**config.mk**
```make
export PLATFORM = sky130hd
export DESIGN_NAME = inst_fifo
export DESIGN_NICKNAME = d
export VERILOG_FILES = /design/src/design/cpu_cfg_pkg.sv /design/src/design/inst_fifo.sv
export SDC_FILE = /design/constraint.sdc
export NUM_CORES = 2
export LEC_CHECK = 0
export BUFFER_PORTS_ARGS = -buffer_cell sky130_fd_sc_hd__buf_2
export CORE_UTILIZATION = 35
export CTS_BUF_LIST = sky130_fd_sc_hd__clkbuf_16
export DETAILED_ROUTE_END_ITERATION = 7
export PLACE_DENSITY = 0.52
export SLEW_MARGIN = 25
export SYNTH_ARGS = -nofsm -noshare
export SYNTH_HDL_FRONTEND = slang
export SYNTH_SLANG_ARGS = --single-unit
```
**constraint.sdc**
```tcl
create_clock -name clk -period 6.7 [get_ports clk]
set_clock_uncertainty 0.2 [all_clocks]
set_input_delay 1.005 -clock clk [delete_from_list [all_inputs] [get_ports clk]]
set_output_delay 1.005 -clock clk [all_outputs]
set_load 0.01 [all_outputs]
```
**src/design/cpu_cfg_pkg.sv**
```systemverilog
package cpu_cfg_pkg;

    localparam int XLEN = 32;
    localparam int REG_AW = 5;
    localparam int NUM_REGS = 1 << REG_AW;

    typedef logic [XLEN-1:0] word_t;
    typedef logic [REG_AW-1:0] reg_addr_t;

    // instruction queue depth, in instructions
    localparam int DEFAULT_FIFO_DEPTH = 16;

    // boot vector
    localparam word_t DEFAULT_RESET_PC = 32'hbfc00000;

endpackage
```
**src/design/inst_fifo.sv**
```systemverilog
`timescale 1ns/1ps

module inst_fifo import cpu_cfg_pkg::*; #(
    parameter int FIFO_DEPTH = DEFAULT_FIFO_DEPTH
) (
    input  logic  clk,
    input  logic  rst_i,
    input  logic  wr1_i,
    input  logic  wr2_i,
    input  word_t wr_pc_i,
    input  word_t wr_inst1_i,
    input  word_t wr_inst2_i,
    input  logic  pop1_i,
    input  logic  pop2_i,
    output word_t head_inst_o,
    output word_t head_pc_o,
    output word_t next_inst_o,
    output word_t next_pc_o,
    output logic  empty_o,
    output logic  one_left_o,
    output logic  room_o
);

    localparam int PTR_W = $clog2(FIFO_DEPTH);

    word_t inst_mem [FIFO_DEPTH];
    word_t pc_mem [FIFO_DEPTH];

    logic [PTR_W-1:0] wr_ptr, rd_ptr;
    logic [PTR_W-1:0] wr_ptr_p1, rd_ptr_p1;
    logic [PTR_W:0] count;
    logic [PTR_W:0] n_wr, n_rd;

    assign wr_ptr_p1 = wr_ptr + 1'b1;
    assign rd_ptr_p1 = rd_ptr + 1'b1;
    assign n_wr = (PTR_W+1)'(wr1_i) + (PTR_W+1)'(wr2_i);
    assign n_rd = (PTR_W+1)'(pop1_i) + (PTR_W+1)'(pop2_i);

    always_ff @(posedge clk) begin
        if (wr1_i) begin
            inst_mem[wr_ptr] <= wr_inst1_i;
            pc_mem[wr_ptr] <= wr_pc_i;
        end
        // second word lands behind the first
        if (wr2_i) begin
            inst_mem[wr_ptr_p1] <= wr_inst2_i;
            pc_mem[wr_ptr_p1] <= wr_pc_i + 32'd4;
        end
    end

    always_ff @(posedge clk) begin
        if (rst_i) begin
            wr_ptr <= '0;
            rd_ptr <= '0;
            count <= '0;
        end else begin
            wr_ptr <= wr_ptr + n_wr[PTR_W-1:0];
            rd_ptr <= rd_ptr + n_rd[PTR_W-1:0];
            count <= count + n_wr - n_rd;
        end
    end

    assign head_inst_o = inst_mem[rd_ptr];
    assign head_pc_o = pc_mem[rd_ptr];
    assign next_inst_o = inst_mem[rd_ptr_p1];
    assign next_pc_o = pc_mem[rd_ptr_p1];

    assign empty_o = (count == '0);
    assign one_left_o = (count == (PTR_W+1)'(1));
    assign room_o = (count <= (PTR_W+1)'(FIFO_DEPTH - 2));

endmodule

```
==> flow_metrics.tcl <==
set metrics [dict create \
    grt.total_usage 0.258 \
    synth_seq_cells 1037 \
    cts_buffers 113 \
    worst_setup_path_end_kind "output pin" \
    cap_violations 0 \
    grt_pass1_vias 42005 \
    yosys-top-cells-count "1904 x nand2_1, 1024 x edfxtp_1, 526 x mux4_2, 338 x xnor2_1, 319 x clkbuf_1" \
    routed_wl_um 231000 \
    synth-edff-count 1024 \
    cts_tree "built" \
    die_w_um 420 \
    cts_buffer_depth 3 \
    cts.sinks 1037 \
    final_area_mm2 0.0684 \
    finalHoldViolCount 0 \
    die-area_mm2 0.177 \
    power.leakage_uw 0.0241 \
    crit_required_ns 5.49 \
    yosys_warnings 0 \
    worstPathArrival_ns 4.62 \
    post-cts-setup-buffer-count 0 \
    synthFlopType "edfxtp_1" \
    grt_pass1_wl_um 321000 \
    path_delay_family "compound AO/OA/AOI/OAI gates" \
    drive_gt1_frac 0.211 \
    crit_slowest_cell "buf_4" \
    synth_cells 5291 \
    drv_slew 0 \
    synth_top_area_share 0.502 \
    cp_max_fo 47 \
    worstMarginPinSlew_ns 1.20 \
    grt_max_degree 135 \
    post-dp-hpwl_um 130000 \
    avgSynthCellArea_um2 11.6 \
    drtIter0Drc 5939 \
    clkLatencyLatePin_ns 0.74 \
    outcome "completed" \
    viasPerCell 5.73 \
    path_cells "ha_4, nand2b_1, o21ai_0, a21oi_4, buf_4, o22ai_1, a221o_1, buf_2" \
    slowest_delay_ns 0.94 \
    gp_congestion 0.829 \
    vdd_drop_max_mv 0.231 \
    worstHoldPathType "in -> reg" \
    grt_overflow_total 0 \
    setup_viol 0 \
    wl_per_cell_um 30.2 \
    powerDensity_mw_per_mm2 282 \
    synth_cell_types 55 \
    root_buffer "clkbuf_16" \
    post-route-drc-count 0 \
    cts_hold_buf 0 \
    synth_area_mm2 0.0613 \
    vias 43770 \
    rsz0062_at_grt "no" \
    syn-num-nets 5413 \
    finalCritPeriodShare 0.870 \
    final_nets 5320 \
    core-area_mm2 0.174 \
    synth.area.top_cells "edfxtp_1 50%, mux4_2 19%, nand2_1 12%, xnor2_1 4.8%, clkbuf_1 2.0%" \
    start_util 0.353 \
    path_class "reg -> out" \
    antenna_found_initial 40 \
    htreeDepth 3 \
    drt_first_pass_iters 5 \
    crit_buf_inv 2 \
    clk_pin_slew_ns 0.06 \
    yosys.area.top_type "edfxtp_1" \
    clock.fmax_mhz 172 \
    area_growth_syn_to_layout_pct 11.6 \
    row_count 153 \
    slew_headroom 0.195 \
    critPathLaunchType "flip-flop" \
    synthMostInstantiatedCell "nand2_1" \
    yosysSeqAreaShare 0.506 \
    fin_crit_ns 5.83 \
    p_total_uw 19300 \
    cts_resized 0 \
    numPortBuffers 232 \
    async_reset_ff_frac 0 \
    finalSetupTns_ns 0 \
    placed_area_mm2 0.0645 \
    die_height_um 420 \
    final_core_util 0.393 \
    ant_nets 0 \
    ios 233 \
]
==> worst register-to-register path: stages, from the launching register on <==
cell and delay, ns:
dfxtp_1 0.77, nand2b_1 0.49, or2_2 0.53, nor3_4 0.13
buf_4 0.42, buf_4 0.79, nand2_1 0.18, xnor2_1 0.17
==> layout make-up <==
cell class | count | area, µm²
Fill cell | 16392 | 105000
Clock inverter | 94 | 901
Inverter | 140 | 526
Tap cell | 2325 | 2910
Clock buffer | 117 | 2930
Sequential cell | 1037 | 31000
Multi-Input combinational cell | 3554 | 27700
Timing Repair Buffer | 352 | 2320
Antenna cell | 19 | 47.5
==> path summary, 6_finish.rpt <==
check,from,end,slack [ns],cells past startpoint
setup / recovery,rd_ptr[0],next_pc_o[1],0.87,8
hold / removal,wr_pc_i[0],pc_mem[10][0],0.45,1
setup reg to reg,wr_ptr[3],pc_mem[9][31],2.74,7
hold reg to reg,count[0],count[0],0.49,2
==> through the flow <==
step | worst slack, ns | cells | hold slack, ns
global placement | 1.57 | 7402 | 0.464
detailed placement | 1.53 | 7407 | 0.474
finish | 0.871 | 7638 | 0.451
CTS | 0.726 | 7618 | 0.397
floorplan | 0.118 | 5291 | 0.383
global route | 0.798 | 7632 | 0.447
==> per-layer routing <==
layer,vias to the layer above,part of all wire,global-route usage
li1,18458,-,-
met1,22309,0.39,0.344
met2,2498,0.47,0.412
met3,497,0.093,0.0422
met4,8,0.048,0.116
met5,-,0.00021,0
==> cells by family after synthesis <==
group           synth area share
simple gates               0.144
flops                      0.506
buf+inv                   0.0471
mux                        0.201
xor+xnor                  0.0676
compound gates            0.0291
fa+ha+maj                0.00433
==> layout by cell type (no fill, tap or decap), types with 8 or more instances in the layout <==
cell type / count
clkinv_2: 19
nor2_1: 164
mux4_2: 526
xor2_1: 135
buf_2: 232
ha_1: 17
o22ai_1: 64
nand2b_1: 8
clkinv_1: 25
diode_2: 19
xnor2_1: 338
nand2_2: 14
nand4_1: 23
nor2_4: 22
edfxtp_1: 1024
inv_1: 159
nor2b_1: 58
a221o_1: 64
bufinv_16: 18
nand2_1: 1888
clkbuf_16: 117
buf_12: 15
dfxtp_1: 9
a21oi_1: 54
buf_4: 100
a211oi_1: 50
and3_1: 9
mux2i_1: 50
==> sequential cells by signal, summed over array words and instances (netlist names) <==
| name | cells |
|---|---|
| inst_mem | 512 |
| pc_mem | 512 |
| count | 5 |
| rd_ptr | 4 |
| wr_ptr | 4 |
==> where the power goes <==
group          total, µW  internal (µW)  switching [µW]  leakage [µW]
Clock               6600           3830            2770       0.00194
Combinational       5030           2110            2920        0.0127
Sequential          7680           7500             186       0.00941
Total              19300          13400            5870        0.0241
Note: power is estimated with default switching activity, not from simulation.
