[src/design/isa_pkg.sv]
package isa_pkg;

    // primary opcodes
    localparam logic [5:0] OP_SPECIAL = 6'b000000;
    localparam logic [5:0] OP_ADDIU = 6'b001001;
    localparam logic [5:0] OP_ORI = 6'b001101;
    localparam logic [5:0] OP_LUI = 6'b001111;

    // SPECIAL funct field
    localparam logic [5:0] FN_SLL = 6'b000000;
    localparam logic [5:0] FN_SRL = 6'b000010;
    localparam logic [5:0] FN_ADDU = 6'b100001;
    localparam logic [5:0] FN_SUBU = 6'b100011;
    localparam logic [5:0] FN_AND = 6'b100100;
    localparam logic [5:0] FN_OR = 6'b100101;
    localparam logic [5:0] FN_XOR = 6'b100110;
    localparam logic [5:0] FN_SLT = 6'b101010;

    // $zero, never written
    localparam logic [4:0] REG_ZERO = 5'd0;

    typedef enum logic [3:0] {
        ALU_NOP,
        ALU_ADD,
        ALU_SUB,
        ALU_AND,
        ALU_OR,
        ALU_XOR,
        ALU_SLT,
        ALU_SLL,
        ALU_SRL,
        ALU_LUI
    } alu_op_e;

endpackage

[src/design/cpu_cfg_pkg.sv]
package cpu_cfg_pkg;

    localparam int XLEN = 32;
    localparam int REG_AW = 5;
    localparam int NUM_REGS = 1 << REG_AW;

    typedef logic [XLEN-1:0] word_t;
    typedef logic [REG_AW-1:0] reg_addr_t;

    // instruction queue depth, in instructions
    localparam int DEFAULT_FIFO_DEPTH = 16;

    // boot vector
    localparam word_t DEFAULT_RESET_PC = 32'hbfc00000;

endpackage
[src/design/issue_ctrl.sv]
`timescale 1ns/1ps

module issue_ctrl import cpu_cfg_pkg::*, isa_pkg::*; (
    input  logic      empty_i,
    input  logic      one_left_i,
    input  reg_addr_t master_waddr_i,
    input  logic      master_reg_wen_i,
    input  reg_addr_t slave_rs_i,
    input  reg_addr_t slave_rt_i,
    output logic      master_issue_o,
    output logic      slave_issue_o
);

    logic raw_hazard;

    // slave reads what the master of the same pair writes
    assign raw_hazard = master_reg_wen_i && (master_waddr_i != REG_ZERO) &&
                        ((slave_rs_i == master_waddr_i) || (slave_rt_i == master_waddr_i));

    assign master_issue_o = !empty_i;
    assign slave_issue_o = !empty_i && !one_left_i && !raw_hazard;

endmodule

[config.mk]
export PLATFORM = sky130hd
export DESIGN_NAME = issue_ctrl
export DESIGN_NICKNAME = d
export VERILOG_FILES = /design/src/design/isa_pkg.sv /design/src/design/cpu_cfg_pkg.sv /design/src/design/issue_ctrl.sv
export SDC_FILE = /design/constraint.sdc
export NUM_CORES = 1
export LEC_CHECK = 0
export ABC_AREA = 1
export BUFFER_PORTS_ARGS = -buffer_cell sky130_fd_sc_hd__buf_2
export CAP_MARGIN = 25
export CORE_AREA = 2 2 39 41
export DETAILED_ROUTE_END_ITERATION = 6
export DIE_AREA = 0 0 41 43
export MAX_ROUTING_LAYER = met4
export PLACE_DENSITY = 0.41
export SLEW_MARGIN = 30
export SYNTH_ARGS = -nofsm -noshare
export SYNTH_HDL_FRONTEND = slang
export SYNTH_SLANG_ARGS = --single-unit
[constraint.sdc]
create_clock -name vclk -period 1.9
set_clock_uncertainty 0.15 [all_clocks]
set_input_delay 0.38 -clock vclk [all_inputs]
set_output_delay 0.38 -clock vclk [all_outputs]
set_load 0.01 [all_outputs]
==> flow_summary.rst <==
.. list-table::
   :header-rows: 1

   * - Metric
     - Value
   * - Startpoint kind of the worst setup timing path
     - primary input
   * - Vias in the first global route
     - 202
   * - Max-slew violation count
     - 0
   * - Synthesized area divided by synthesized cell count
     - ~4.2 sq um
   * - CP required
     - 1370 ps
   * - Worst slack at placement
     - about 260 ps
   * - Class of the worst hold path
     - primary input to primary output
   * - Final net count
     - a little over 90
   * - Top achievable clock speed
     - just over 600 MHz
   * - First-pass GRT wire length
     - between 600 and 700 um
   * - Largest stage delay on the critical path
     - 130 ps
   * - Count of clock buffers in the final design
     - 0
   * - Post-route antenna net violation count
     - 0
   * - Antenna violations before repair
     - 0
   * - Number of cells in the design after placement
     - 88
   * - Leading post-synthesis cells by cell area
     - sky130_fd_sc_hd__nand2_1, sky130_fd_sc_hd__inv_1, sky130_fd_sc_hd__nor2_1
   * - Half-perimeter wire length of the detailed placement result
     - 507 um
   * - Register area
     - 0 sq um
   * - Launch instance of the worst min-delay path
     - empty_i
   * - RSZ-0062 raised after global routing
     - false
   * - Total of hold buffers inserted after clock tree synthesis
     - 0
   * - Pre-Repair DR Iteration Count
     - 3
   * - List of cells traversed by the critical path
     - buf_2 -> inv_1 -> nand4_1 -> o21ai_1 -> inv_1 -> a21oi_2 -> buf_2
   * - Leakage
     - approximately 0.25 nW
   * - Violation count after the first detailed-routing iteration
     - 1
   * - Critical path's slowest cell
     - sky130_fd_sc_hd__buf_2
   * - Inserted Diodes
     - 0
   * - Most common library cell in the layout ignoring fill and taps
     - sky130_fd_sc_hd__nand2_1
   * - Effective utilization at floorplan
     - between 15 and 20%
   * - Number of port buffers
     - 20
   * - Post-CTS Repair Setup Buffers
     - 0
   * - Met3 Wirelength
     - between 50 and 60 um
   * - Max cap viols
     - 0
   * - Setup slack after layout
     - approximately 270 ps
   * - Cell depth of the worst hold path
     - 3
   * - Largest fanout of any net on the critical path
     - 3
   * - Residual DRC
     - 0
   * - Number of ports placed on the die boundary
     - 20
   * - Most frequent cells in the layout
     - sky130_fd_sc_hd__nand2_1, sky130_fd_sc_hd__buf_2, sky130_fd_sc_hd__inv_1
   * - Layout overhead on the synthesized area
     - 54.9%
   * - Sum of overflow across all layers after global routing
     - 0
   * - Net count of the mapped netlist
     - 70
   * - Transition time at the pin with the least slew margin
     - 144 ps
   * - Highest routing layer actually used
     - met3
   * - Cell type contributing the most total cell area after synthesis
     - sky130_fd_sc_hd__nand2_1
   * - Cell count after synthesis
     - 52
   * - Via-per-instance ratio
     - 3.51
   * - GP Congestion
     - 0.685
   * - Total detailed-routing wirelength
     - 542 um
   * - Area share of the largest cell type after synthesis
     - approximately 39%
   * - Die Wd
     - a little over 40 um
   * - Result of the run
     - complete, no violations
   * - Row Count
     - 14
   * - Library cells used by synthesis
     - 10
   * - Average wire length per cell after detail routing
     - roughly 6.2 um
   * - Yosys Warn Count
     - 0
   * - Type of destination of the critical path
     - primary output
   * - Power per Cell Area
     - 178 nW/um^2
   * - Met1 wire length
     - ~240 um
   * - Seq_cells
     - 0
   * - Portion of the post-synthesis area used by sequential elements
     - 0%
   * - Sum Neg Setup Slack
     - 0 ps
   * - Worst-case hold slack
     - roughly 840 ps
   * - Routed via count
     - just over 300
   * - Total GRT Usage
     - roughly 5.2%
   * - Worst IR Drop VDD
     - approximately 0.037 mV
   * - Headroom to the max-slew limit
     - between 90% and 100%
   * - Final Hold Fails
     - 0
   * - Maximum number of pins on one net before global-route repair
     - 5
   * - Fin cells
     - 88
   * - Crit share post-route
     - a little under nine tenths
   * - Total die area
     - around 1800 sq um
   * - Filler Cell Count
     - roughly 170
   * - Proportion of layout cells with a drive suffix above 1
     - 31.9%
   * - Synthesized cell area
     - between 200 and 250 sq um
   * - Resize count post-CTS
     - 0
   * - CORE AREA
     - roughly 1400 sq um
   * - Worst hold path endpoint
     - master_issue_o
   * - Crit Path Class
     - primary input to primary output
   * - Count of endpoints failing setup in the final report
     - 0
   * - Height of the die
     - approximately 43 um
   * - Metal2 WL
     - between 200 and 300 um
   * - CP arrival
     - 1100 ps
   * - Min Tclk post-route
     - 1630 ps
metrics by stage:
| stage | instance area [sq um] | power [W] | utilization [%] |
|---|---|---|---|
| global placement | 339 | 0.0000614 | 24.5 |
| global route | 339 | 0.0000684 | 24.5 |
| floorplan | 219 | 0.0000318 | - |
| detailed placement | 339 | 0.0000616 | 24.5 |
| CTS | 339 | 0.0000619 | 24.5 |
| finish | 339 | 0.0000603 | 24.5 |
routing by layer:
metal	up-vias	track usage, %
li1	187	-
met1	110	5.38
met2	12	10.6
met3	0	0
met4	0	0
met5	-	-
critical path, delay by kind of cell:
family,cells,cell delay [ps]
buf+inv,4,380
compound gates,2,230
simple gates,1,100
final cells by class:
cell class / instances / area [sq um] / share of cell area, %
multi-input cells: 37 / 163 / 48.0
repair buffers: 20 / 100 / 29.5
inverters: 15 / 56.3 / 16.6
well taps: 16 / 20.0 / 5.90
report_power, final:
part	internal (W)	switching, W
sequential	0	0
combinational	0.0000300	0.0000304
clock	0	0
total	0.0000300	0.0000304
how the worst max path moves through the flow:
stage                       from            end  slack, ps
3_5_place_dp   master_waddr_i[1]  slave_issue_o        260
3_3_place_gp   master_waddr_i[4]  slave_issue_o        270
2_1_floorplan  master_waddr_i[1]  slave_issue_o        510
5_1_grt        master_waddr_i[1]  slave_issue_o        190
4_1_cts        master_waddr_i[1]  slave_issue_o        260
6_report       master_waddr_i[1]  slave_issue_o        270
synthesized netlist by cell type:
master,count
sky130_fd_sc_hd__or2_2,1
sky130_fd_sc_hd__nand3_1,2
sky130_fd_sc_hd__xnor2_1,2
sky130_fd_sc_hd__a21oi_2,1
sky130_fd_sc_hd__inv_2,1
sky130_fd_sc_hd__inv_1,14
sky130_fd_sc_hd__nor2_1,6
sky130_fd_sc_hd__nand2_1,23
sky130_fd_sc_hd__o21ai_1,1
sky130_fd_sc_hd__nand4_1,1
cell families (layout without fill, tap and decap cells):
group / Yosys count / after routing / synth area share, %
buffers and inverters: 15 / 35 / 25.7
and+or+nand+nor: 33 / 33 / 60.0
xor gates and xnor gates: 2 / 2 / 8.00
AOI/OAI and AO/OA: 2 / 2 / 6.28
No activity file was read; power rests on OpenSTA's default activity.
