### config.mk
export PLATFORM = sky130hd
export DESIGN_NAME = exec_lane
export DESIGN_NICKNAME = d
export VERILOG_FILES = /design/src/design/isa_pkg.sv /design/src/design/cpu_cfg_pkg.sv /design/src/design/exec_lane.sv
export SDC_FILE = /design/constraint.sdc
export NUM_CORES = 1
export LEC_CHECK = 0
export BUFFER_PORTS_ARGS = -buffer_cell sky130_fd_sc_hd__clkbuf_2
export CAP_MARGIN = 20
export CORE_MARGIN = 5
export CORE_UTILIZATION = 60
export CTS_CLUSTER_SIZE = 14
export DETAILED_ROUTE_END_ITERATION = 8
export PLACE_DENSITY = 0.88
export SLEW_MARGIN = 10
export SYNTH_ARGS = -nofsm -noshare
export SYNTH_HDL_FRONTEND = slang
export SYNTH_SLANG_ARGS = --single-unit
export TNS_END_PERCENT = 50
### constraint.sdc
create_clock -name clk -period 5.3 [get_ports clk]
set_input_delay 0.53 -clock clk [delete_from_list [all_inputs] [get_ports clk]]
set_output_delay 0.53 -clock clk [all_outputs]
set_load 0.005 [all_outputs]
### src/design/isa_pkg.sv
package isa_pkg;

    // primary opcodes
    localparam logic [5:0] OP_SPECIAL = 6'b000000;
    localparam logic [5:0] OP_ADDIU = 6'b001001;
    localparam logic [5:0] OP_ORI = 6'b001101;
    localparam logic [5:0] OP_LUI = 6'b001111;

    // SPECIAL funct field
    localparam logic [5:0] FN_SLL = 6'b000000;
    localparam logic [5:0] FN_SRL = 6'b000010;
    localparam logic [5:0] FN_ADDU = 6'b100001;
    localparam logic [5:0] FN_SUBU = 6'b100011;
    localparam logic [5:0] FN_AND = 6'b100100;
    localparam logic [5:0] FN_OR = 6'b100101;
    localparam logic [5:0] FN_XOR = 6'b100110;
    localparam logic [5:0] FN_SLT = 6'b101010;

    // $zero, never written
    localparam logic [4:0] REG_ZERO = 5'd0;

    typedef enum logic [3:0] {
        ALU_NOP,
        ALU_ADD,
        ALU_SUB,
        ALU_AND,
        ALU_OR,
        ALU_XOR,
        ALU_SLT,
        ALU_SLL,
        ALU_SRL,
        ALU_LUI
    } alu_op_e;

endpackage

### src/design/cpu_cfg_pkg.sv
package cpu_cfg_pkg;

    localparam int XLEN = 32;
    localparam int REG_AW = 5;
    localparam int NUM_REGS = 1 << REG_AW;

    typedef logic [XLEN-1:0] word_t;
    typedef logic [REG_AW-1:0] reg_addr_t;

    // instruction queue depth, in instructions
    localparam int DEFAULT_FIFO_DEPTH = 16;

    // boot vector
    localparam word_t DEFAULT_RESET_PC = 32'hbfc00000;

endpackage
### src/design/exec_lane.sv
`timescale 1ns/1ps

module exec_lane import cpu_cfg_pkg::*, isa_pkg::*; (
    input  logic       clk,
    input  logic       rst_i,
    input  logic       issue_i,
    input  logic       reg_wen_i,
    input  reg_addr_t  waddr_i,
    input  alu_op_e    alu_op_i,
    input  logic       use_shamt_i,
    input  logic       use_imm_i,
    input  word_t      imm_i,
    input  logic [4:0] shamt_i,
    input  word_t      rs_val_i,
    input  word_t      rt_val_i,
    output logic       e_wen_o,
    output reg_addr_t  e_waddr_o,
    output word_t      e_wdata_o,
    output logic       m_wen_o,
    output reg_addr_t  m_waddr_o,
    output word_t      m_wdata_o,
    output logic       w_wen_o,
    output reg_addr_t  w_waddr_o,
    output word_t      w_wdata_o
);

    word_t   e_a, e_b;
    alu_op_e e_op;

    // operands picked in D, registered into E
    always_ff @(posedge clk) begin
        e_a <= use_shamt_i ? word_t'(shamt_i) : rs_val_i;
        e_b <= use_imm_i ? imm_i : rt_val_i;
        e_op <= alu_op_i;
        e_waddr_o <= waddr_i;
        m_waddr_o <= e_waddr_o;
        m_wdata_o <= e_wdata_o;
        w_waddr_o <= m_waddr_o;
        w_wdata_o <= m_wdata_o;
    end

    always_ff @(posedge clk) begin
        if (rst_i) begin
            e_wen_o <= 1'b0;
            m_wen_o <= 1'b0;
            w_wen_o <= 1'b0;
        end else begin
            // bubble when not issued
            e_wen_o <= issue_i && reg_wen_i;
            m_wen_o <= e_wen_o;
            w_wen_o <= m_wen_o;
        end
    end

    always_comb begin
        case (e_op)
            ALU_ADD: e_wdata_o = e_a + e_b;
            ALU_SUB: e_wdata_o = e_a - e_b;
            ALU_AND: e_wdata_o = e_a & e_b;
            ALU_OR:  e_wdata_o = e_a | e_b;
            ALU_XOR: e_wdata_o = e_a ^ e_b;
            ALU_SLT: e_wdata_o = word_t'($signed(e_a) < $signed(e_b));
            // shift amount sits in a, value in b
            ALU_SLL: e_wdata_o = e_b << e_a[4:0];
            ALU_SRL: e_wdata_o = e_b >> e_a[4:0];
            ALU_LUI: e_wdata_o = e_b;
            default: e_wdata_o = '0;
        endcase
    end

endmodule

==> impl_metrics.yaml <==
synthesis:
  synth_area_leaders: "dfxtp_1, ha_1, mux4_2, a21oi_1, nor2_1"
  number_of_enable_flip_flop_cells_after_synthesis: 0
  share_of_synthesized_cell_area_in_full_adder_half_adder_and_majority_cells_pct: 10.1
  synth_flop_cell: "dfxtp_1"
  async_reset_ff_share_pct: 0
  synthDistinctLibCells: 93
  largest_family_of_logic_cells_by_synthesized_area: "compound AO/OA/AOI/OAI gates"
  ys_seq_area_share_pct: 24.5
  synth_top_area_share_pct: 24.5
  post_synth_xor_area_fraction_pct: 0.571
  yosys-mux-area-fraction_pct: 15.7
  yosysMostFrequentCell: "nor2_1"
  syn-mean-instance-area_sq_um: 8.44
  yosys_warnings: 0
  synth_area_sq_mm: 0.0123
  synth_fp_nets: 1666
  synth.top_cells.by_count: "nor2_1, dfxtp_1, a21oi_1, ha_1, inv_1"
  compound_cell_area_share_of_the_yosys_netlist_pct: 26.2
  synthesis.instances: 1452
  netlist.top_cell.by_area: "dfxtp_1"
  post_synth_and_or_nand_nor_area_fraction_pct: 15.7
  register_bit_count_reported_by_yosys: 150
cts:
  cts_max_level: 4
  cts_made_buffers: 17
  post_cts_hold_buffer_count: 0
  postCtsResizedCells: 0
  clock-sinks: 150
  cts_root_buf: "clkbuf_16"
  insertion_delay_ns: 0.45
  cts-root-to-sink-buffers: 2
  cts_tree: "done"
  path_clk_slew_ns: 0.08
  post_cts_buffers: 0
timing:
  maxClockFrequency_mhz: 211
  finalMaxSlewViolations: 0
  fin_skew_ns: 0.0120
  timing_hold_violations_final: 0
  max-slew-margin-rel_pct: 25.2
  rsz0062_at_grt: "false"
  fin_tns_setup_ns: 0
  setup_viol: 0
  max_slew.worst_pin.slew_ns: 1.11
  layout_min_cycle_time_ns: 4.74
  post-route-period-util_pct: 89.5
outcome:
  status: "completed"
critical_path:
  crit_type: "reg -> out"
  critPathLaunchType: "register"
  r2r_setup_slack_ns: 1.59
  max_stage_delay_on_crit_path_ns: 0.45
  worst_r2r_startpoint: "e_a[0]"
  path_max_fanout: 8
  cp_cell_instances: "inv_4 > ha_1 > inv_1 > fa_1 > nor2b_1 > o221ai_1 > nand2_1 > a21oi_2 > o21ai_2 > a41oi_2 > o31ai_2 > a2111o_1 > o2111ai_1 > clkbuf_2"
  critical-path-slowest-cell: "o221ai_1"
  required_time_worst_endpoint_ns: 4.77
  cp_endpoint_kind: "output pin"
  ff2ff_path_depth: 13
  crit_arrival_ns: 4.21
  crit-reg2reg-capture: "m_wdata_o[0]"
detailed_routing:
  detailedRoute.firstIterationViolations: 1865
  remaining_drc_errors: 0
  final_wirelength_um: 48400
  avgViaCountPerCell: 6.87
  num_vias: 13200
  drt_pass1_iterations: 9
  detail-route-antenna-nets: 0
  wire_length_per_cell_after_detailed_routing_um: 25.2
floorplanning:
  start_util_pct: 60.8
  die-height_um: 153
  core_area_sq_mm: 0.0202
  dieArea_sq_mm: 0.0234
  fp-row-count: 52
  chipWidth_um: 153
  num_io_pins: 230
worst_hold_path:
  whs_endpoint: "e_waddr_o[2]"
  worst_hold_startpoint: "waddr_i[2]"
  hp-class: "in -> reg"
  number_of_cells_on_the_worst_hold_path: 1
global_route:
  grt_start_max_net_pins: 70
  global_route_wire_length_before_repair_um: 73600
  globalRoute.totalOverflow: 0
  initial_antenna_violation_count: 1
  number_of_global_route_vias_before_repair: 12500
  total_routing_usage_gr_pct: 40.1
power_and_ir_drop:
  leak_pwr_uw: 0.00624
  vdd.ir_drop.worst_mv: 0.223
  cellPowerDensity_mw_per_mm2: 284
final_layout:
  area_of_all_placed_cells_without_fillers_sq_mm: 0.0141
  final_core_util_pct: 70.0
  post_route_cells_drive_above_1_share_pct: 26.3
  final_nets: 1849
  area_delta_synth_final_pct: 15.1
placed_design:
  dpl_cell_area_sq_mm: 0.0135
  gp_routability_congestion: 1.12
  detailedPlacementHpwl_um: 37400
  portBuffers: 229
flow_run:
  maxCapViolCount: 0
## placed cells by master, fill, tap and decap left out, types with 5 or more instances in the layout
cell       instances
clkbuf_2         229
nor2_1           164
dfxtp_1          147
a21oi_1          128
ha_1              96
inv_1             91
o21ai_0           81
nand2_1           74
mux4_2            47
nor2b_1           40
mux2_2            40
mux2i_1           38
buf_4             35
nor3_1            29
a211oi_1          21
a222oi_1          21
o211ai_1          18
nand3_1           18
clkbuf_16         17
o221ai_1          16
nand2b_1          14
a31oi_1           14
or3_1             13
a221oi_1          13
o22ai_1           12
o21bai_1          12
o21ai_1           12
a21o_1            12
nand4_1           11
nor4_1            11
o31ai_1            9
a22oi_1            9
a211o_1            8
o2111ai_1          7
and3_1             6
xnor2_1            6
inv_2              5
a221o_1            5
## registers in the layout (all words and copies together) (netlist names)
name	flops
e_a	32
e_b	32
e_op	4
e_waddr_o	5
e_wen_o	1
m_waddr_o	5
m_wdata_o	32
m_wen_o	1
w_waddr_o	5
w_wdata_o	32
w_wen_o	1
## logic make-up (layout without fill, tap and decap cells)
family / after synthesis / count (layout)
AOI/OAI and AO/OA: 461 / 461
and+or+nand+nor: 407 / 407
buffers and inverters: 201 / 397
DFF: 150 / 150
muxes: 127 / 127
adders and majority gates: 98 / 98
xor gates and xnor gates: 8 / 8
other: 0 / 1
## worst max-delay path: cells and delay by family (launching register included)
kind                       cells  cell delay (ns)
buffers and inverters          3             0.42
adders and majority gates      2             0.73
DFF                            1             0.36
AOI/OAI and AO/OA              7             1.91
and+or+nand+nor                2             0.34
## area by class of cell
class,count,area [sq um]
repair buffers,265,1430
clock buffers,17,425
multi-input cells,1101,8390
inverters,100,378
clock inverters,15,140
diodes,1,2.50
well taps,270,338
flip-flops and latches,150,3010
fillers,1624,6050
## power by group
group          internal (uW)  leakage [uW]  switching, uW
clock                    620      0.000267            575
combinational            563       0.00471            902
sequential              1260       0.00126           96.2
total                   2440       0.00624           1570
## stage by stage
stage	hold WS, ns	setup slack (ns)	std cells	power, uW
2_1_floorplan	0.353	1.45	1452	2250
3_3_place_gp	0.332	1.28	1886	2760
3_5_place_dp	0.336	1.21	1886	2780
4_1_cts	0.177	0.725	1918	3960
5_1_grt	0.178	0.450	1918	4170
6_report	0.178	0.558	1919	4020
## worst max-delay path by stage
stage,from,end,cells past startpoint
2_1_floorplan,e_a[2],e_wdata_o[30],14
3_3_place_gp,e_a[0],e_wdata_o[0],14
3_5_place_dp,e_a[0],e_wdata_o[0],14
4_1_cts,e_a[0],e_wdata_o[0],14
5_1_grt,e_b[23],e_wdata_o[29],12
6_report,e_a[0],e_wdata_o[0],14
## routing by layer
layer | routed length [um] | global-route usage (%) | vias up
met5 | 34 | 0 | -
met3 | 6780 | 10.5 | 190
li1 | - | - | 5752
met4 | 2390 | 17.2 | 2
met2 | 20900 | 60.5 | 1084
met1 | 18200 | 54.4 | 6163
Note: power is estimated with default switching activity, not from simulation.
