File: config.mk
export PLATFORM = sky130hd
export DESIGN_NAME = decoder
export DESIGN_NICKNAME = d
export VERILOG_FILES = /design/src/design/isa_pkg.sv /design/src/design/cpu_cfg_pkg.sv /design/src/design/decoder.sv
export SDC_FILE = /design/constraint.sdc
export NUM_CORES = 1
export LEC_CHECK = 0
export BUFFER_PORTS_ARGS = -buffer_cell sky130_fd_sc_hd__buf_2
export CAP_MARGIN = 20
export CORE_ASPECT_RATIO = 0.9
export CORE_MARGIN = 10
export CORE_UTILIZATION = 31
export DETAILED_ROUTE_END_ITERATION = 7
export PLACE_DENSITY = 0.78
export SLEW_MARGIN = 20
export SYNTH_ARGS = -nofsm -noshare
export SYNTH_HDL_FRONTEND = slang
export SYNTH_SLANG_ARGS = --single-unit
File: constraint.sdc
create_clock -name vclk -period 1.45
set_clock_uncertainty 0.2 [all_clocks]
set_input_delay 0.2175 -clock vclk [all_inputs]
set_output_delay 0.2175 -clock vclk [all_outputs]
set_load 0.005 [all_outputs]
File: src/design/isa_pkg.sv
package isa_pkg;

    // primary opcodes
    localparam logic [5:0] OP_SPECIAL = 6'b000000;
    localparam logic [5:0] OP_ADDIU = 6'b001001;
    localparam logic [5:0] OP_ORI = 6'b001101;
    localparam logic [5:0] OP_LUI = 6'b001111;

    // SPECIAL funct field
    localparam logic [5:0] FN_SLL = 6'b000000;
    localparam logic [5:0] FN_SRL = 6'b000010;
    localparam logic [5:0] FN_ADDU = 6'b100001;
    localparam logic [5:0] FN_SUBU = 6'b100011;
    localparam logic [5:0] FN_AND = 6'b100100;
    localparam logic [5:0] FN_OR = 6'b100101;
    localparam logic [5:0] FN_XOR = 6'b100110;
    localparam logic [5:0] FN_SLT = 6'b101010;

    // $zero, never written
    localparam logic [4:0] REG_ZERO = 5'd0;

    typedef enum logic [3:0] {
        ALU_NOP,
        ALU_ADD,
        ALU_SUB,
        ALU_AND,
        ALU_OR,
        ALU_XOR,
        ALU_SLT,
        ALU_SLL,
        ALU_SRL,
        ALU_LUI
    } alu_op_e;

endpackage

File: src/design/cpu_cfg_pkg.sv
package cpu_cfg_pkg;

    localparam int XLEN = 32;
    localparam int REG_AW = 5;
    localparam int NUM_REGS = 1 << REG_AW;

    typedef logic [XLEN-1:0] word_t;
    typedef logic [REG_AW-1:0] reg_addr_t;

    // instruction queue depth, in instructions
    localparam int DEFAULT_FIFO_DEPTH = 16;

    // boot vector
    localparam word_t DEFAULT_RESET_PC = 32'hbfc00000;

endpackage
File: src/design/decoder.sv
`timescale 1ns/1ps

module decoder import cpu_cfg_pkg::*, isa_pkg::*; (
    input  word_t       inst_i,
    output reg_addr_t   rs_o,
    output reg_addr_t   rt_o,
    output reg_addr_t   waddr_o,
    output logic        reg_wen_o,
    output alu_op_e     alu_op_o,
    output logic        use_shamt_o,
    output logic        use_imm_o,
    output word_t       imm_o,
    output logic [4:0]  shamt_o
);

    logic [5:0] opcode;
    logic [5:0] funct;

    assign opcode = inst_i[31:26];
    assign funct = inst_i[5:0];
    assign rs_o = inst_i[25:21];
    assign rt_o = inst_i[20:16];
    assign shamt_o = inst_i[10:6];

    always_comb begin
        alu_op_o = ALU_NOP;
        waddr_o = inst_i[15:11];
        use_shamt_o = 1'b0;
        use_imm_o = 1'b0;
        imm_o = {{16{inst_i[15]}}, inst_i[15:0]};
        case (opcode)
            OP_SPECIAL: begin
                case (funct)
                    FN_ADDU: alu_op_o = ALU_ADD;
                    FN_SUBU: alu_op_o = ALU_SUB;
                    FN_AND:  alu_op_o = ALU_AND;
                    FN_OR:   alu_op_o = ALU_OR;
                    FN_XOR:  alu_op_o = ALU_XOR;
                    FN_SLT:  alu_op_o = ALU_SLT;
                    FN_SLL:  alu_op_o = ALU_SLL;
                    FN_SRL:  alu_op_o = ALU_SRL;
                    default: alu_op_o = ALU_NOP;
                endcase
                use_shamt_o = (funct == FN_SLL) || (funct == FN_SRL);
            end
            OP_ADDIU: begin
                alu_op_o = ALU_ADD;
                use_imm_o = 1'b1;
                waddr_o = inst_i[20:16];
            end
            OP_ORI: begin
                alu_op_o = ALU_OR;
                use_imm_o = 1'b1;
                waddr_o = inst_i[20:16];
                imm_o = {16'b0, inst_i[15:0]};
            end
            OP_LUI: begin
                alu_op_o = ALU_LUI;
                use_imm_o = 1'b1;
                waddr_o = inst_i[20:16];
                imm_o = {inst_i[15:0], 16'b0};
            end
            default: alu_op_o = ALU_NOP;
        endcase
        // sll $0,$0,0 is the canonical nop and drops out here
        reg_wen_o = (alu_op_o != ALU_NOP) && (waddr_o != REG_ZERO);
    end

endmodule

==> out/metrics.yaml, run 1 <==
hold_start: "inst_i[23]"
powerDensity_nw_per_um2: 264
relSlewSlack_pct: 79.5
crit_arrival_ns: 1.35
crit_fanout: 6
min_period_ns: 1.77
grt_max_degree: 18
max_freq_mhz: 564
synth_cells: 105
tns_ns: -9.88
syn_area_per_cell_um2: 7.01
synth.top_cell.area_share_pct: 17.3
routedWlPerCell_um: 19.3
violations: "setup timing"
nClkBuffers: 0
dieArea_um2: 4720
endpoint_kind: "primary output"
drt_wl_total_mm: 4.21
grt_pass1_wl_mm: 5.75
via_per_inst: 5.34
slowest_stage: "o31a_1"
pin_count: 91
cp_top_family: "buffers and inverters"
grt_overflow_total: 0
grt_pass1_vias: 1122
antenna_left: 0
fin_nets: 225
vias: 1165
synth_fp_nets: 137
antenna_found_initial: 0
setup_ws_ns: -0.322
critPathMostFrequentCell: "buf_6"
cpPeakStageDelay_ns: 0.29
hold_viol_final: 0
synthTopCellsByArea: "buf_4 17%, a21o_1 15%, and2_1 13%, mux2_1 7.7%, nor2_1 3.6%"
syn-cell-area_um2: 736
pre_cts_ws_ns: -0.367
dr.first_iter.drc_count: 59
first_pass_iters: 4
period_share_pct: 122
path_cells: "buf_6 > and4bb_2 > buf_6 > nand2_4 > buf_6 > o31ai_4 > o31a_1 > buf_2"
ys_types: 35
seq_area_um2: 0
met3_usage_pct: 5.26
drc_errors: 0
path_buf_inv: 4
met2_usage_pct: 25.4
numPortBuffers: 81
path_class: "in -> out"
start_kind: "input pin"
antenna_cells: 0
seq_cells: 0
dp_hpwl_mm: 2.76
synth.largest_area_cell: "buf_4"
p_leak_nw: 0.839
report.final.setup_viol: 43
synthToLayoutAreaGrowth_pct: 112
power_w: 0.000410
start_util_pct: 33.1
num_rows: 16
rsz0062_at_grt: "true"
worstMarginPinSlew_ns: 0.307
slew_violations: 0
max_cap_violations: 0
fillers: 166
ir_worst_vdd_mv: 0.174
outcome: "finished, violations left"
yosys_warnings: 0
hold_class: "in -> out"
hold-path-endpoint: "rs_o[2]"
worstPathRequired_ns: 1.03
hold_depth: 0
track_usage_pct: 14.0
dieHeight_um: 66.2
finalNonFillerCells: 218
place.gp.congestion: 0.810
layout-drive-gt1-share_pct: 77.5
top_usage_layer: "met2"
ctsHoldBuffers: 0
die_w_um: 71.4
core_area_um2: 2220
seq_area_frac_synth_pct: 0
met1_usage_pct: 14.5
dp_cells: 214
==> worst max path at each step <==
stage                     from    endpoint  cells after the start
floorplan           inst_i[31]   imm_o[16]                      6
global placement    inst_i[15]   reg_wen_o                      6
detailed placement  inst_i[31]  waddr_o[2]                      5
CTS                 inst_i[29]   reg_wen_o                      8
global route        inst_i[30]   reg_wen_o                      6
finish              inst_i[29]   reg_wen_o                      8
==> final cells by class <==
cell class / instances / area, um2 / area share [%]
timing repair buffer: 109 / 774 / 49.8
inverter: 2 / 7.51 / 0.482
tap: 27 / 33.8 / 2.17
multi-input combinational: 80 / 741 / 47.6
==> power breakdown <==
| part | switching [W] | internal, W | total [W] |
|---|---|---|---|
| Clock | 0 | 0 | 0 |
| Sequential | 0 | 0 | 0 |
| Combinational | 0.000178 | 0.000232 | 0.000410 |
==> stage by stage <==
stage | util, % | area (um2) | hold WS, ns
floorplan | - | 769 | 0.316
global placement | 54.7 | 1210 | 0.235
detailed placement | 54.7 | 1210 | 0.235
CTS | 63.4 | 1410 | 0.235
global route | 70.0 | 1560 | 0.235
finish | 70.0 | 1560 | 0.235
==> layout by cell type, fill, tap and decap left out, types with 2 or more instances in the layout <==
cell       n
a21o_1    15
and2_1     4
and2_4    13
and3_4     2
buf_2     58
buf_4     25
buf_6     25
mux2_4     5
nand2b_1   3
nand3_1    2
nor2_1     4
nor2_2     2
nor3_1     2
nor4_4     2
o31ai_4    2
xnor2_1    2
==> cell families (layout without fill, tap and decap cells) <==
logic type / count (synthesis) / after routing / share of synthesized area (%)
mux: 5 / 5 / 7.65
xor+xnor: 3 / 3 / 3.57
simple gates: 42 / 44 / 34.2
buf+inv: 27 / 111 / 25.3
compound gates: 28 / 28 / 29.3
==> timing repair <==
item / 4_1_cts / 5_1_grt
setup endpoints to repair: 44 / 43
setup buffers: 2 / 2
cloned: 0 / 3
pin swaps: 18 / 20
resized for setup: 43 / 34
hold endpoints to repair: 0 / 0
==> Yosys cell counts, drive strengths merged <==
cell type and number:
a211oi 1, a21o 15, a31o 1, a31oi 2, a32oi 1, a41oi 1
and2 16, and3 1, and3b 1, and4bb 1, buf 24, clkbuf 1
inv 2, mux2 5, nand2 3, nand2b 3, nand3 3, nor2 7
nor3 3, nor4 2, o211ai 1, o21a 1, o21ai 1, o31a 1
o31ai 3, or3 1, or4 1, xnor2 2, xor2 1
==> per-layer routing <==
layer / share of wire (%) / routed length (um)
met5: 0 / 0
met4: 5.1 / 217
met3: 10 / 436
met2: 49 / 2050
met1: 36 / 1510
Note: power is estimated with default switching activity, not from simulation.
==> inputs of run 2 (changes only) <==
Settings changed: REMOVE_ABC_BUFFERS from default to 1.
==> out/metrics.yaml, run 2 (synthesized netlist as in run 1, its figures left out) <==
pin_count: 91
outcome: "finished, violations left"
worstMarginPinSlew_ns: 0.317
cts_setup_buffers: 0
fillers: 193
grt_max_degree: 16
most-common-layout-cells: "68 x buf_2, 26 x buf_4, 17 x buf_6"
die_w_um: 71.4
dp_cells: 219
first_pass_iters: 4
hold_start: "inst_i[22]"
ir_worst_vdd_mv: 0.161
hold_viol_final: 0
routedWlPerCell_um: 16.3
core_area_um2: 2220
critPathMostFrequentCell: "buf_6"
numPortBuffers: 81
fin_nets: 229
max_cap_violations: 0
grt_overflow_total: 0
drt_wl_total_mm: 3.63
hold-path-endpoint: "rs_o[1]"
holdWs_ns: 0.235
report.final.setup_viol: 43
violations: "setup timing"
cpPeakStageDelay_ns: 0.30
min_period_ns: 1.77
track_usage_pct: 12.1
vias: 1081
post-route-util_pct: 67.5
dr.first_iter.drc_count: 21
cp_top_family: "simple AND/OR/NAND/NOR gates"
antenna_left: 0
drc_errors: 0
antenna_cells: 0
period_share_pct: 122
crit_fanout: 7
crit_arrival_ns: 1.36
dieHeight_um: 66.2
worstPathRequired_ns: 1.03
grt_pass1_wl_mm: 4.98
finalNonFillerCells: 222
hold_class: "in -> out"
seq_area_um2: 0
antenna_found_initial: 0
powerDensity_nw_per_um2: 248
crit_path_start: "inst_i[31]"
via_per_inst: 4.87
hold_depth: 0
place_area_um2: 1240
path_buf_inv: 4
p_leak_nw: 0.830
endpoint_kind: "primary output"
path_cells: "buf_6 > and4bb_2 > buf_6 > and3_4 > clkbuf_16 > a21o_1 > buf_2"
tns_ns: -11.30
synthToLayoutAreaGrowth_pct: 104
dieArea_um2: 4720
start_kind: "input pin"
setup_ws_ns: -0.323
max_freq_mhz: 564
num_rows: 16
final_cell_area_um2: 1500
multi_input_area_um2: 671
nClkBuffers: 0
slew_violations: 0
start_util_pct: 33.1
seq_cells: 0
layout-drive-gt1-share_pct: 71.3
dp_hpwl_mm: 2.70
place.gp.congestion: 0.772
slowest_stage: "and4bb_2"
rsz0062_at_grt: "true"
path_class: "in -> out"
ctsHoldBuffers: 0
relSlewSlack_pct: 78.8
grt_pass1_vias: 1096
final_common_cell: "buf_2"
-- run 2: cell count changes in the layout (fill, tap and decap cells not counted), sizes merged --
| cell | delta |
|---|---|
| buf | +4 |
| and3 | -1 |
| clkbuf | +1 |
-- run 2: routing by layer --
| metal | GRT usage [%] | routed length [um] |
|---|---|---|
| met5 | 0 | 0 |
| met4 | 0 | 0 |
| met3 | 4.80 | 338 |
| met2 | 22.0 | 1750 |
| met1 | 13.8 | 1540 |
-- run 2: worst max-delay path by stage --
| stage | to | slack (ns) | cells after the start |
|---|---|---|---|
| detailed placement | waddr_o[1] | -0.38 | 5 |
| floorplan | waddr_o[0] | -0.16 | 3 |
| global placement | reg_wen_o | -0.36 | 6 |
| finish | imm_o[28] | -0.32 | 7 |
| CTS | imm_o[17] | -0.28 | 7 |
| global route | imm_o[28] | -0.36 | 7 |
-- run 2: what timing repair did --
action | CTS | global route
cloned | 0 | 3
resized for setup | 36 | 14
pin swaps | 11 | 16
setup endpoints to repair | 44 | 43
endpoints found under the hold margin | 0 | 0
-- run 2: report_power, final --
part           internal (W)  switching [W]  leakage (nW)
logic              0.000213       0.000158         0.830
clock network             0              0             0
registers                 0              0             0
-- run 2: metrics by stage --
| step | total power [W] | setup WS, ns |
|---|---|---|
| 2_1_floorplan | 0.0000974 | -0.160 |
| 3_3_place_gp | 0.000304 | -0.358 |
| 5_1_grt | 0.000403 | -0.356 |
| 6_report | 0.000371 | -0.323 |
| 3_5_place_dp | 0.000307 | -0.377 |
| 4_1_cts | 0.000355 | -0.280 |
-- run 2: area by class of cell --
class | count | share of cell area [%]
timing repair buffer | 114 | 52.5
multi-input combinational | 79 | 44.7
tap | 27 | 2.25
inverter | 2 | 0.501
